<file path="src/verilog/i2c_tti_pkg.sv">
// Bus event, queue descriptor and response status types with the shared widths
package i2c_tti_pkg;

  // Queue data width and descriptor field widths
  parameter int DwordWidth = 32;
  parameter int LenWidth   = 16;
  parameter int TidWidth   = 4;

  // Event kinds reported by the bus-side target engine
  typedef enum logic [2:0] {
    AcqStart   = 3'd0,
    AcqRestart = 3'd1,
    AcqData    = 3'd2,
    AcqStop    = 3'd3,
    AcqNack    = 3'd4
  } acq_id_e;

  // One bus event
  // For START and restart, data[0] is the R/W bit and 1 means read
  typedef struct packed {
    acq_id_e    id;
    logic [7:0] data;
  } acq_evt_t;

  // Command descriptor from the host with the read length
  typedef struct packed {
    logic [TidWidth-1:0] tid;
    logic [LenWidth-1:0] data_length;
  } cmd_desc_t;

  // Response status
  typedef enum logic {
    RespSuccess = 1'b0,
    RespAborted = 1'b1
  } resp_err_e;

  // Response descriptor toward the host
  // data_length carries the number of bytes moved on the bus
  typedef struct packed {
    resp_err_e           err_status;
    logic [TidWidth-1:0] tid;
    logic [LenWidth-1:0] data_length;
  } resp_desc_t;

endpackage

</file>
<file path="src/verilog/tti_queue.sv">
// Synchronous circular-buffer FIFO with valid/ready on push and pop sides
module tti_queue #(
  parameter int Width = 32,
  parameter int Depth = 4
) (
  input  logic             clk_i,
  input  logic             rst_ni,
  input  logic             push_valid_i,
  input  logic [Width-1:0] push_data_i,
  output logic             push_ready_o,
  output logic             pop_valid_o,
  output logic [Width-1:0] pop_data_o,
  input  logic             pop_ready_i
);

  localparam int PtrWidth = (Depth > 1) ? $clog2(Depth) : 1;
  localparam int CntWidth = $clog2(Depth + 1);

  logic [Width-1:0]    mem_q [Depth];
  logic [PtrWidth-1:0] wptr_q, rptr_q;
  logic [CntWidth-1:0] count_q;
  logic                live_q;
  logic                push, pop;

  // Ready stays low in the first cycle out of reset
  assign push_ready_o = live_q & (count_q != CntWidth'(Depth));
  assign pop_valid_o  = (count_q != '0);
  assign pop_data_o   = mem_q[rptr_q];

  assign push = push_valid_i & push_ready_o;
  assign pop  = pop_valid_o & pop_ready_i;

  always_ff @(posedge clk_i or negedge rst_ni) begin
    if (!rst_ni) begin
      wptr_q  <= '0;
      rptr_q  <= '0;
      count_q <= '0;
      live_q  <= 1'b0;
    end else begin
      live_q <= 1'b1;
      if (push) begin
        wptr_q <= (wptr_q == PtrWidth'(Depth - 1)) ? '0 : wptr_q + 1'b1;
      end
      if (pop) begin
        rptr_q <= (rptr_q == PtrWidth'(Depth - 1)) ? '0 : rptr_q + 1'b1;
      end
      // Simultaneous push and pop leave the level unchanged
      if (push && !pop) begin
        count_q <= count_q + 1'b1;
      end else if (pop && !push) begin
        count_q <= count_q - 1'b1;
      end
    end
  end

  always_ff @(posedge clk_i) begin
    if (push) begin
      mem_q[wptr_q] <= push_data_i;
    end
  end

  count_bound_a: assert property (@(posedge clk_i) disable iff (!rst_ni)
    count_q <= CntWidth'(Depth));

  // Head entry must not move under a stalled consumer
  pop_stable_a: assert property (@(posedge clk_i) disable iff (!rst_ni)
    pop_valid_o && !pop_ready_i |=> pop_valid_o && $stable(pop_data_o));

endmodule

</file>
<file path="src/verilog/i2c_standby_flow.sv">
// Target-mode transfer FSM turning bus events into queue traffic and TX dwords into bus bytes
module i2c_standby_flow (
  input  logic                                clk_i,
  input  logic                                rst_ni,
  input  logic                                acq_valid_i,
  input  i2c_tti_pkg::acq_evt_t               acq_evt_i,
  output logic                                acq_ready_o,
  input  logic                                cmd_valid_i,
  input  i2c_tti_pkg::cmd_desc_t              cmd_i,
  output logic                                cmd_ready_o,
  input  logic                                tx_valid_i,
  input  logic [i2c_tti_pkg::DwordWidth-1:0]  tx_dword_i,
  output logic                                tx_ready_o,
  output logic                                bus_tx_valid_o,
  output logic [7:0]                          bus_tx_byte_o,
  input  logic                                bus_tx_ready_i,
  output logic                                rx_valid_o,
  output logic [i2c_tti_pkg::DwordWidth-1:0]  rx_dword_o,
  input  logic                                rx_ready_i,
  output logic                                resp_valid_o,
  output i2c_tti_pkg::resp_desc_t             resp_o,
  input  logic                                resp_ready_i,
  output logic                                err_o
);

  typedef enum logic [3:0] {
    AwaitStart   = 4'd0,
    ReceiveByte  = 4'd1,
    PushDword    = 4'd2,
    PushResponse = 4'd3,
    PopCommand   = 4'd4,
    PopDword     = 4'd5,
    SendByte     = 4'd6,
    ReportError  = 4'd7,
    AwaitStop    = 4'd8
  } state_e;

  state_e state_q, state_d;
  logic   live_q;

  // Dword being assembled on writes or unpacked on reads
  logic [i2c_tti_pkg::DwordWidth-1:0] dword_q;
  logic [i2c_tti_pkg::LenWidth-1:0]   byte_cnt_q;
  logic [i2c_tti_pkg::LenWidth-1:0]   read_len_q;
  logic [i2c_tti_pkg::TidWidth-1:0]   tid_q;
  i2c_tti_pkg::resp_err_e             err_q;

  // Bus already closed the transfer with STOP or restart
  logic closing_q;
  logic restart_q;
  logic rnw_q;
  // Forces an idle cycle between bus bytes
  logic gap_q;

  logic [1:0] lane;
  logic evt_fire;
  logic is_start, is_restart, is_stop, is_data, is_nack, is_close;
  logic read_abort;
  logic cmd_fire, tx_fire, rx_fire, resp_fire, bus_fire;
  logic begin_xfer, begin_rnw;

  assign lane = byte_cnt_q[1:0];

  assign acq_ready_o = live_q & (state_q != PushDword) & (state_q != PushResponse);
  assign evt_fire    = acq_valid_i & acq_ready_o;

  assign is_start   = evt_fire & (acq_evt_i.id == i2c_tti_pkg::AcqStart);
  assign is_restart = evt_fire & (acq_evt_i.id == i2c_tti_pkg::AcqRestart);
  assign is_stop    = evt_fire & (acq_evt_i.id == i2c_tti_pkg::AcqStop);
  assign is_data    = evt_fire & (acq_evt_i.id == i2c_tti_pkg::AcqData);
  assign is_nack    = evt_fire & (acq_evt_i.id == i2c_tti_pkg::AcqNack);
  assign is_close   = is_stop | is_restart;

  // Any of these before the read length is reached aborts the read
  assign read_abort = is_data | is_nack | is_close;

  assign cmd_ready_o    = (state_q == PopCommand);
  assign tx_ready_o     = (state_q == PopDword);
  assign rx_valid_o     = (state_q == PushDword);
  assign resp_valid_o   = (state_q == PushResponse);
  assign bus_tx_valid_o = (state_q == SendByte) & ~gap_q;
  assign err_o          = (state_q == ReportError);

  assign cmd_fire  = cmd_valid_i & cmd_ready_o;
  assign tx_fire   = tx_valid_i & tx_ready_o;
  assign rx_fire   = rx_valid_o & rx_ready_i;
  assign resp_fire = resp_valid_o & resp_ready_i;
  assign bus_fire  = bus_tx_valid_o & bus_tx_ready_i;

  assign bus_tx_byte_o = dword_q[{lane, 3'b000} +: 8];
  assign rx_dword_o    = dword_q;

  assign resp_o = '{err_status: err_q, tid: tid_q, data_length: byte_cnt_q};

  always_comb begin
    state_d    = state_q;
    begin_xfer = 1'b0;
    begin_rnw  = 1'b0;
    unique case (state_q)
      AwaitStart: begin
        if (is_start || is_restart) begin
          begin_xfer = 1'b1;
          begin_rnw  = acq_evt_i.data[0];
        end
      end
      ReceiveByte: begin
        // Pending partial dword goes out before the response
        if (is_close) begin
          state_d = (lane != 2'd0) ? PushDword : PushResponse;
        end else if (is_data && lane == 2'd3) begin
          state_d = PushDword;
        end
      end
      PushDword: begin
        if (rx_fire) begin
          state_d = closing_q ? PushResponse : ReceiveByte;
        end
      end
      PushResponse: begin
        if (resp_fire) begin
          if (!closing_q) begin
            state_d = AwaitStop;
          end else if (restart_q) begin
            begin_xfer = 1'b1;
            begin_rnw  = rnw_q;
          end else begin
            state_d = AwaitStart;
          end
        end
      end
      PopCommand: begin
        if (read_abort) begin
          state_d = ReportError;
        end else if (cmd_fire) begin
          state_d = (cmd_i.data_length == '0) ? ReportError : PopDword;
        end
      end
      PopDword: begin
        if (read_abort) begin
          state_d = ReportError;
        end else if (tx_fire) begin
          state_d = SendByte;
        end
      end
      SendByte: begin
        if (read_abort) begin
          state_d = ReportError;
        end else if (bus_fire) begin
          if (byte_cnt_q + 1'b1 == read_len_q) begin
            state_d = AwaitStop;
          end else if (lane == 2'd3) begin
            state_d = PopDword;
          end
        end
      end
      ReportError: begin
        state_d = PushResponse;
      end
      AwaitStop: begin
        // Aborted transfers have already responded
        if (err_q == i2c_tti_pkg::RespAborted) begin
          if (is_stop) begin
            state_d = AwaitStart;
          end else if (is_restart) begin
            begin_xfer = 1'b1;
            begin_rnw  = acq_evt_i.data[0];
          end
        end else if (is_close) begin
          state_d = PushResponse;
        end
      end
      default: begin
        state_d = AwaitStart;
      end
    endcase
    if (begin_xfer) begin
      state_d = begin_rnw ? PopCommand : ReceiveByte;
    end
  end

  always_ff @(posedge clk_i or negedge rst_ni) begin
    if (!rst_ni) begin
      state_q    <= AwaitStart;
      live_q     <= 1'b0;
      byte_cnt_q <= '0;
      read_len_q <= '0;
      tid_q      <= '0;
      err_q      <= i2c_tti_pkg::RespSuccess;
      closing_q  <= 1'b0;
      restart_q  <= 1'b0;
      rnw_q      <= 1'b0;
      gap_q      <= 1'b0;
    end else begin
      state_q <= state_d;
      live_q  <= 1'b1;
      gap_q   <= bus_fire;
      if (begin_xfer) begin
        byte_cnt_q <= '0;
        tid_q      <= '0;
        err_q      <= i2c_tti_pkg::RespSuccess;
        closing_q  <= 1'b0;
        restart_q  <= 1'b0;
      end else begin
        if (is_close && state_q != AwaitStart) begin
          closing_q <= 1'b1;
          restart_q <= is_restart;
          rnw_q     <= acq_evt_i.data[0];
        end
        if ((state_q == ReceiveByte && is_data) || bus_fire) begin
          byte_cnt_q <= byte_cnt_q + 1'b1;
        end
        if (cmd_fire) begin
          read_len_q <= cmd_i.data_length;
          tid_q      <= cmd_i.tid;
        end
        if (state_q == ReportError) begin
          err_q <= i2c_tti_pkg::RespAborted;
        end
      end
    end
  end

  // Write bytes land in their little-endian lane, reads load a whole dword
  always_ff @(posedge clk_i) begin
    if (begin_xfer || rx_fire) begin
      dword_q <= '0;
    end else if (state_q == ReceiveByte && is_data) begin
      dword_q[{lane, 3'b000} +: 8] <= acq_evt_i.data;
    end else if (tx_fire) begin
      dword_q <= tx_dword_i;
    end
  end

  state_legal_a: assert property (@(posedge clk_i) disable iff (!rst_ni)
    state_q inside {AwaitStart, ReceiveByte, PushDword, PushResponse, PopCommand,
                    PopDword, SendByte, ReportError, AwaitStop});

  // Error is a single pulse and the aborted response is offered right after it
  err_pulse_a: assert property (@(posedge clk_i) disable iff (!rst_ni)
    err_o |=> !err_o && resp_valid_o && resp_o.err_status == i2c_tti_pkg::RespAborted);

endmodule

</file>
<file path="src/verilog/i2c_tti_bridge.sv">
// Top level of the I2C target standby bridge with four host queues and the transfer FSM
module i2c_tti_bridge #(
  parameter int CmdDepth  = 4,
  parameter int RespDepth = 4,
  parameter int TxDepth   = 8,
  parameter int RxDepth   = 4
) (
  input  logic                                clk_i,
  input  logic                                rst_ni,
  // Bus engine side
  input  logic                                acq_valid_i,
  input  i2c_tti_pkg::acq_evt_t               acq_evt_i,
  output logic                                acq_ready_o,
  output logic                                bus_tx_valid_o,
  output logic [7:0]                          bus_tx_byte_o,
  input  logic                                bus_tx_ready_i,
  // Host side
  input  logic                                cmd_valid_i,
  input  i2c_tti_pkg::cmd_desc_t              cmd_i,
  output logic                                cmd_ready_o,
  input  logic                                tx_valid_i,
  input  logic [i2c_tti_pkg::DwordWidth-1:0]  tx_dword_i,
  output logic                                tx_ready_o,
  output logic                                rx_valid_o,
  output logic [i2c_tti_pkg::DwordWidth-1:0]  rx_dword_o,
  input  logic                                rx_ready_i,
  output logic                                resp_valid_o,
  output i2c_tti_pkg::resp_desc_t             resp_o,
  input  logic                                resp_ready_i,
  output logic                                err_o
);

  // Queue sides facing the flow
  logic                               cmd_q_valid, cmd_q_ready;
  i2c_tti_pkg::cmd_desc_t             cmd_q_data;
  logic                               tx_q_valid, tx_q_ready;
  logic [i2c_tti_pkg::DwordWidth-1:0] tx_q_data;
  logic                               rx_q_valid, rx_q_ready;
  logic [i2c_tti_pkg::DwordWidth-1:0] rx_q_data;
  logic                               resp_q_valid, resp_q_ready;
  i2c_tti_pkg::resp_desc_t            resp_q_data;

  tti_queue #(
    .Width($bits(i2c_tti_pkg::cmd_desc_t)),
    .Depth(CmdDepth)
  ) u_cmd_q (
    .clk_i       (clk_i),
    .rst_ni      (rst_ni),
    .push_valid_i(cmd_valid_i),
    .push_data_i (cmd_i),
    .push_ready_o(cmd_ready_o),
    .pop_valid_o (cmd_q_valid),
    .pop_data_o  (cmd_q_data),
    .pop_ready_i (cmd_q_ready)
  );

  tti_queue #(
    .Width($bits(i2c_tti_pkg::resp_desc_t)),
    .Depth(RespDepth)
  ) u_resp_q (
    .clk_i       (clk_i),
    .rst_ni      (rst_ni),
    .push_valid_i(resp_q_valid),
    .push_data_i (resp_q_data),
    .push_ready_o(resp_q_ready),
    .pop_valid_o (resp_valid_o),
    .pop_data_o  (resp_o),
    .pop_ready_i (resp_ready_i)
  );

  tti_queue #(
    .Width(i2c_tti_pkg::DwordWidth),
    .Depth(TxDepth)
  ) u_tx_q (
    .clk_i       (clk_i),
    .rst_ni      (rst_ni),
    .push_valid_i(tx_valid_i),
    .push_data_i (tx_dword_i),
    .push_ready_o(tx_ready_o),
    .pop_valid_o (tx_q_valid),
    .pop_data_o  (tx_q_data),
    .pop_ready_i (tx_q_ready)
  );

  tti_queue #(
    .Width(i2c_tti_pkg::DwordWidth),
    .Depth(RxDepth)
  ) u_rx_q (
    .clk_i       (clk_i),
    .rst_ni      (rst_ni),
    .push_valid_i(rx_q_valid),
    .push_data_i (rx_q_data),
    .push_ready_o(rx_q_ready),
    .pop_valid_o (rx_valid_o),
    .pop_data_o  (rx_dword_o),
    .pop_ready_i (rx_ready_i)
  );

  i2c_standby_flow u_flow (
    .clk_i         (clk_i),
    .rst_ni        (rst_ni),
    .acq_valid_i   (acq_valid_i),
    .acq_evt_i     (acq_evt_i),
    .acq_ready_o   (acq_ready_o),
    .cmd_valid_i   (cmd_q_valid),
    .cmd_i         (cmd_q_data),
    .cmd_ready_o   (cmd_q_ready),
    .tx_valid_i    (tx_q_valid),
    .tx_dword_i    (tx_q_data),
    .tx_ready_o    (tx_q_ready),
    .bus_tx_valid_o(bus_tx_valid_o),
    .bus_tx_byte_o (bus_tx_byte_o),
    .bus_tx_ready_i(bus_tx_ready_i),
    .rx_valid_o    (rx_q_valid),
    .rx_dword_o    (rx_q_data),
    .rx_ready_i    (rx_q_ready),
    .resp_valid_o  (resp_q_valid),
    .resp_o        (resp_q_data),
    .resp_ready_i  (resp_q_ready),
    .err_o         (err_o)
  );

endmodule

</file>
<file path="config.mk">
export PLATFORM = sky130hd
export DESIGN_NAME = i2c_tti_bridge
export DESIGN_NICKNAME = d
export VERILOG_FILES = /design/src/verilog/i2c_tti_pkg.sv /design/src/verilog/tti_queue.sv /design/src/verilog/i2c_standby_flow.sv /design/src/verilog/i2c_tti_bridge.sv
export SDC_FILE = /design/constraint.sdc
export NUM_CORES = 1
export LEC_CHECK = 0
export CAP_MARGIN = 15
export CORE_MARGIN = 1.5
export CORE_UTILIZATION = 38
export DETAILED_ROUTE_END_ITERATION = 8
export DONT_BUFFER_PORTS = 1
export GPL_ROUTABILITY_DRIVEN = 0
export GPL_TIMING_DRIVEN = 1
export PLACE_DENSITY_LB_ADDON = 0.15
export SYNTH_ARGS = -nofsm -noshare
export SYNTH_HDL_FRONTEND = slang
export SYNTH_SLANG_ARGS = --single-unit
</file>
<file path="constraint.sdc">
create_clock -name clk_i -period 6.2 [get_ports clk_i]
set_input_delay 0.93 -clock clk_i [delete_from_list [all_inputs] [get_ports clk_i]]
set_output_delay 0.93 -clock clk_i [all_outputs]
set_load 0.01 [all_outputs]
</file>
==> summary.txt <==
Clocking
  – CTS tree: done
  – Worst-Skew Late Latency: 610 ps
  – Clock Path Buffers: 3
  – Number of setup buffers added after CTS: 0
  – Cts bufs inserted: 72
  – Root buffer cell: clkbuf_16
  – H-tree depth: 3
  – Clock sink count: 657
  – Reg clk slew, reported paths: 60 ps

Routing
  – Via count: 12,900
  – Post-DRT Antenna Nets: 0
  – Post-route DRC: 0
  – First-iteration detailed-routing DRC count: 915
  – DRT Pass-1 Iters: 5
  – Drt via density: 5.21
  – Drt wl/cell: 23.1 µm
  – Final wirelength: 57,100 µm

Critical path
  – Crit path kind: flop to flop
  – Critical Path End Type: flop
  – Setup crit start kind: flop
  – CP max FO: 19
  – RR Startpoint: u_flow.byte_cnt_q[1]$_DFFE_PN0P_
  – CP startpoint: u_flow.byte_cnt_q[1]$_DFFE_PN0P_
  – FF-to-FF setup slack: 2700 ps
  – Reg2Reg Depth: 9
  – Critical path data arrival time: 3980 ps
  – CP endpoint: u_flow.state_q[0]$_DFFE_PN0P_
  – Req. time, crit path: 6680 ps
  – Terminus of the critical flop-to-flop path: u_flow.state_q[0]$_DFFE_PN0P_

Layout
  – Share of layout cells above drive strength 1: 23.2%
  – Synth-to-layout area growth: 13.7%
  – Post-layout util: 43.7%
  – Final antenna diode count: 0
  – Final nets: 1,588

Logic synthesis
  – Mapped Cells: 1,439
  – Average cell area after synthesis: 18.4 µm²
  – Synth Cell Area: 26,500 µm²
  – Post-synth EDFFs: 548
  – Distinct cell type count of the synthesized netlist: 77
  – FF+latch count, synth: 657
  – FFs w/ async S/R, synth: 11.7%
  – Main flop type after synthesis: edfxtp_1
  – Area leader, netlist: edfxtp_1
  – Synth top area share: 62.1%
  – Ys Warns: 0
  – Most common cell in the netlist: edfxtp_1
  – Seq/Total Area, Yosys: 71.8%
  – Post-synth top cells: edfxtp_1 (548), mux4_2 (145), nor2_1 (104), dfrtp_1 (77), a21oi_1 (55)
  – Top post-synthesis cells by area: edfxtp_1 (62%), mux4_2 (12%), dfrtp_1 (7.3%)
  – Mapped Nets: 1,544

Status
  – Outcome: finished clean

STA
  – Fmax: 286 MHz
  – RSZ-0062 raised after global routing: no
  – Final setup vio count: 0
  – Relative slew slack: 26.1%
  – Least-Margin Pin Slew: 1100 ps
  – Post-Route Setup TNS: 0 ps
  – Hold Vio Cnt, Final: 0
  – Max-slew violations: 0
  – Clock Skews: 18.1 ps
  – Final Cycle Share: 56.4%
  – Final worst path period need: 3500 ps

Floorplanning
  – Initial core utilization: 38.5%
  – Overall die height: 267 µm
  – Total core area: 68,800 µm²
  – # IOs: 139
  – Die Footprint: 71,300 µm²
  – Site Rows: 96
  – Die width: 267 µm

Power
  – Total power draw: 13.7 mW
  – P per Cell Area: 456 nW/µm²
  – Maximum VDD drop: 0.000185 V
  – Leak: 9.97 nW

Global route
  – First-pass GRT wire length: 85,900 µm
  – GR Overflow Total: 0
  – Initial antenna violation count: 1
  – Vias in the first global route: 13,300
  – Total Routing Usage GR: 16.3%
  – Pin count of the biggest net entering global routing: 76

Job
  – Max-cap violations: 0

Min path
  – Worst hold path class: input pin to asynchronous set/reset pin

Placed design
  – Port Buf Inserts: 0
  – Post-DP HPWL: 35,600 µm
==> sequential cells by signal, indices dropped and copies added (netlist names), 3 cells and up <==
signal,count
u_flow.read_len_q,16
u_flow.byte_cnt_q,16
u_resp_q.count_q,3
u_flow.rx_dword_o,32
u_flow.tid_q,4
u_resp_q.mem_q,84
u_tx_q.mem_q,256
u_rx_q.count_q,3
u_tx_q.count_q,4
u_tx_q.rptr_q,3
u_cmd_q.count_q,3
u_flow.state_q,4
u_rx_q.mem_q,128
u_tx_q.wptr_q,3
u_cmd_q.mem_q,80
==> cells by family (layout without fill, tap and decap cells) <==
kind of cell | count (synthesis) | after routing | synth area share, %
flops | 657 | 657 | 71.8
simple gates | 278 | 278 | 5.44
mux | 209 | 209 | 14.9
compound gates | 132 | 132 | 3.38
buf+inv | 88 | 189 | 1.38
xor+xnor | 40 | 40 | 1.32
fa+ha+maj | 34 | 34 | 1.72
other cells | 1 | 1 | 0.0142
==> what timing repair did <==
action / in CTS / in global routing
hold buffers: 2 / 0
hold endpoints to repair: 75 / 0
resized for setup: 0 / 0
==> worst max-delay path, cell delays in order, from the launching register on <==
cell	delay [ps]
dfrtp_1	990
ha_1	510
nand4_2	260
nor4_1	290
nor3_1	80
o21a_1	200
o211ai_2	240
nor3_2	100
o41ai_4	350
mux2_1	360
==> worst min path at each step <==
stage	to	slack, ps	depth (start not counted)
after floorplan	u_resp_q.count_q[2]$_DFFE_PN0P_	450	1
after global placement	u_cmd_q.count_q[2]$_DFFE_PN0P_	490	1
after detailed placement	u_tx_q.count_q[3]$_DFFE_PN0P_	490	1
after CTS	u_flow.read_len_q[12]$_DFFE_PN0P_	220	1
after global routing	u_flow.read_len_q[11]$_DFFE_PN0P_	220	1
final	u_flow.read_len_q[11]$_DFFE_PN0P_	230	1
==> power breakdown <==
| part | leakage, nW | switching [mW] | internal (mW) | total [mW] |
|---|---|---|---|---|
| logic | 2.63 | 1.83 | 1.60 | 3.44 |
| registers | 6.21 | 0.649 | 5.47 | 6.12 |
| clock network | 1.13 | 1.70 | 2.46 | 4.17 |
==> area by class of cell <==
cell class	count	area, µm²
clock buffers	97	1980
repair buffers	39	359
multi-input cells	694	7160
inverters	19	71.3
flip-flops and latches	657	19000
clock inverters	34	345
well taps	931	1160
fillers	6002	38700
==> layer usage <==
layer	track usage (%)	share of wire [%]	vias up
met5	0	0.023	-
met4	4.07	1.3	2
met3	4.13	5.7	64
met2	25.0	47	254
met1	23.3	46	6719
li1	-	-	5842
==> metrics by stage <==
step | worst slack, ps | std cells | hold slack [ps] | area (µm²)
floorplan | 1490 | 1439 | 450 | 26500
global placement | 2300 | 2334 | 486 | 27700
detailed placement | 2240 | 2334 | 493 | 27700
CTS | 2230 | 2467 | 215 | 30000
global route | 2500 | 2471 | 224 | 30100
finish | 2700 | 2471 | 226 | 30100
==> layout by cell type (no fill, tap or decap), types with 18 or more instances in the layout <==
master and instances:
o21ai_0 23, dfxtp_1 32, mux2_2 33, nor2_1 101, nand2_1 54, inv_1 19, buf_4 34, mux2i_1 29
xnor2_1 22, nor3_1 25, dfrtp_1 73, mux4_2 145, clkbuf_16 74, xor2_1 18, edfxtp_1 548, clkbuf_1 19
a21oi_1 55, ha_1 30
Note: power is estimated with default switching activity, not from simulation.
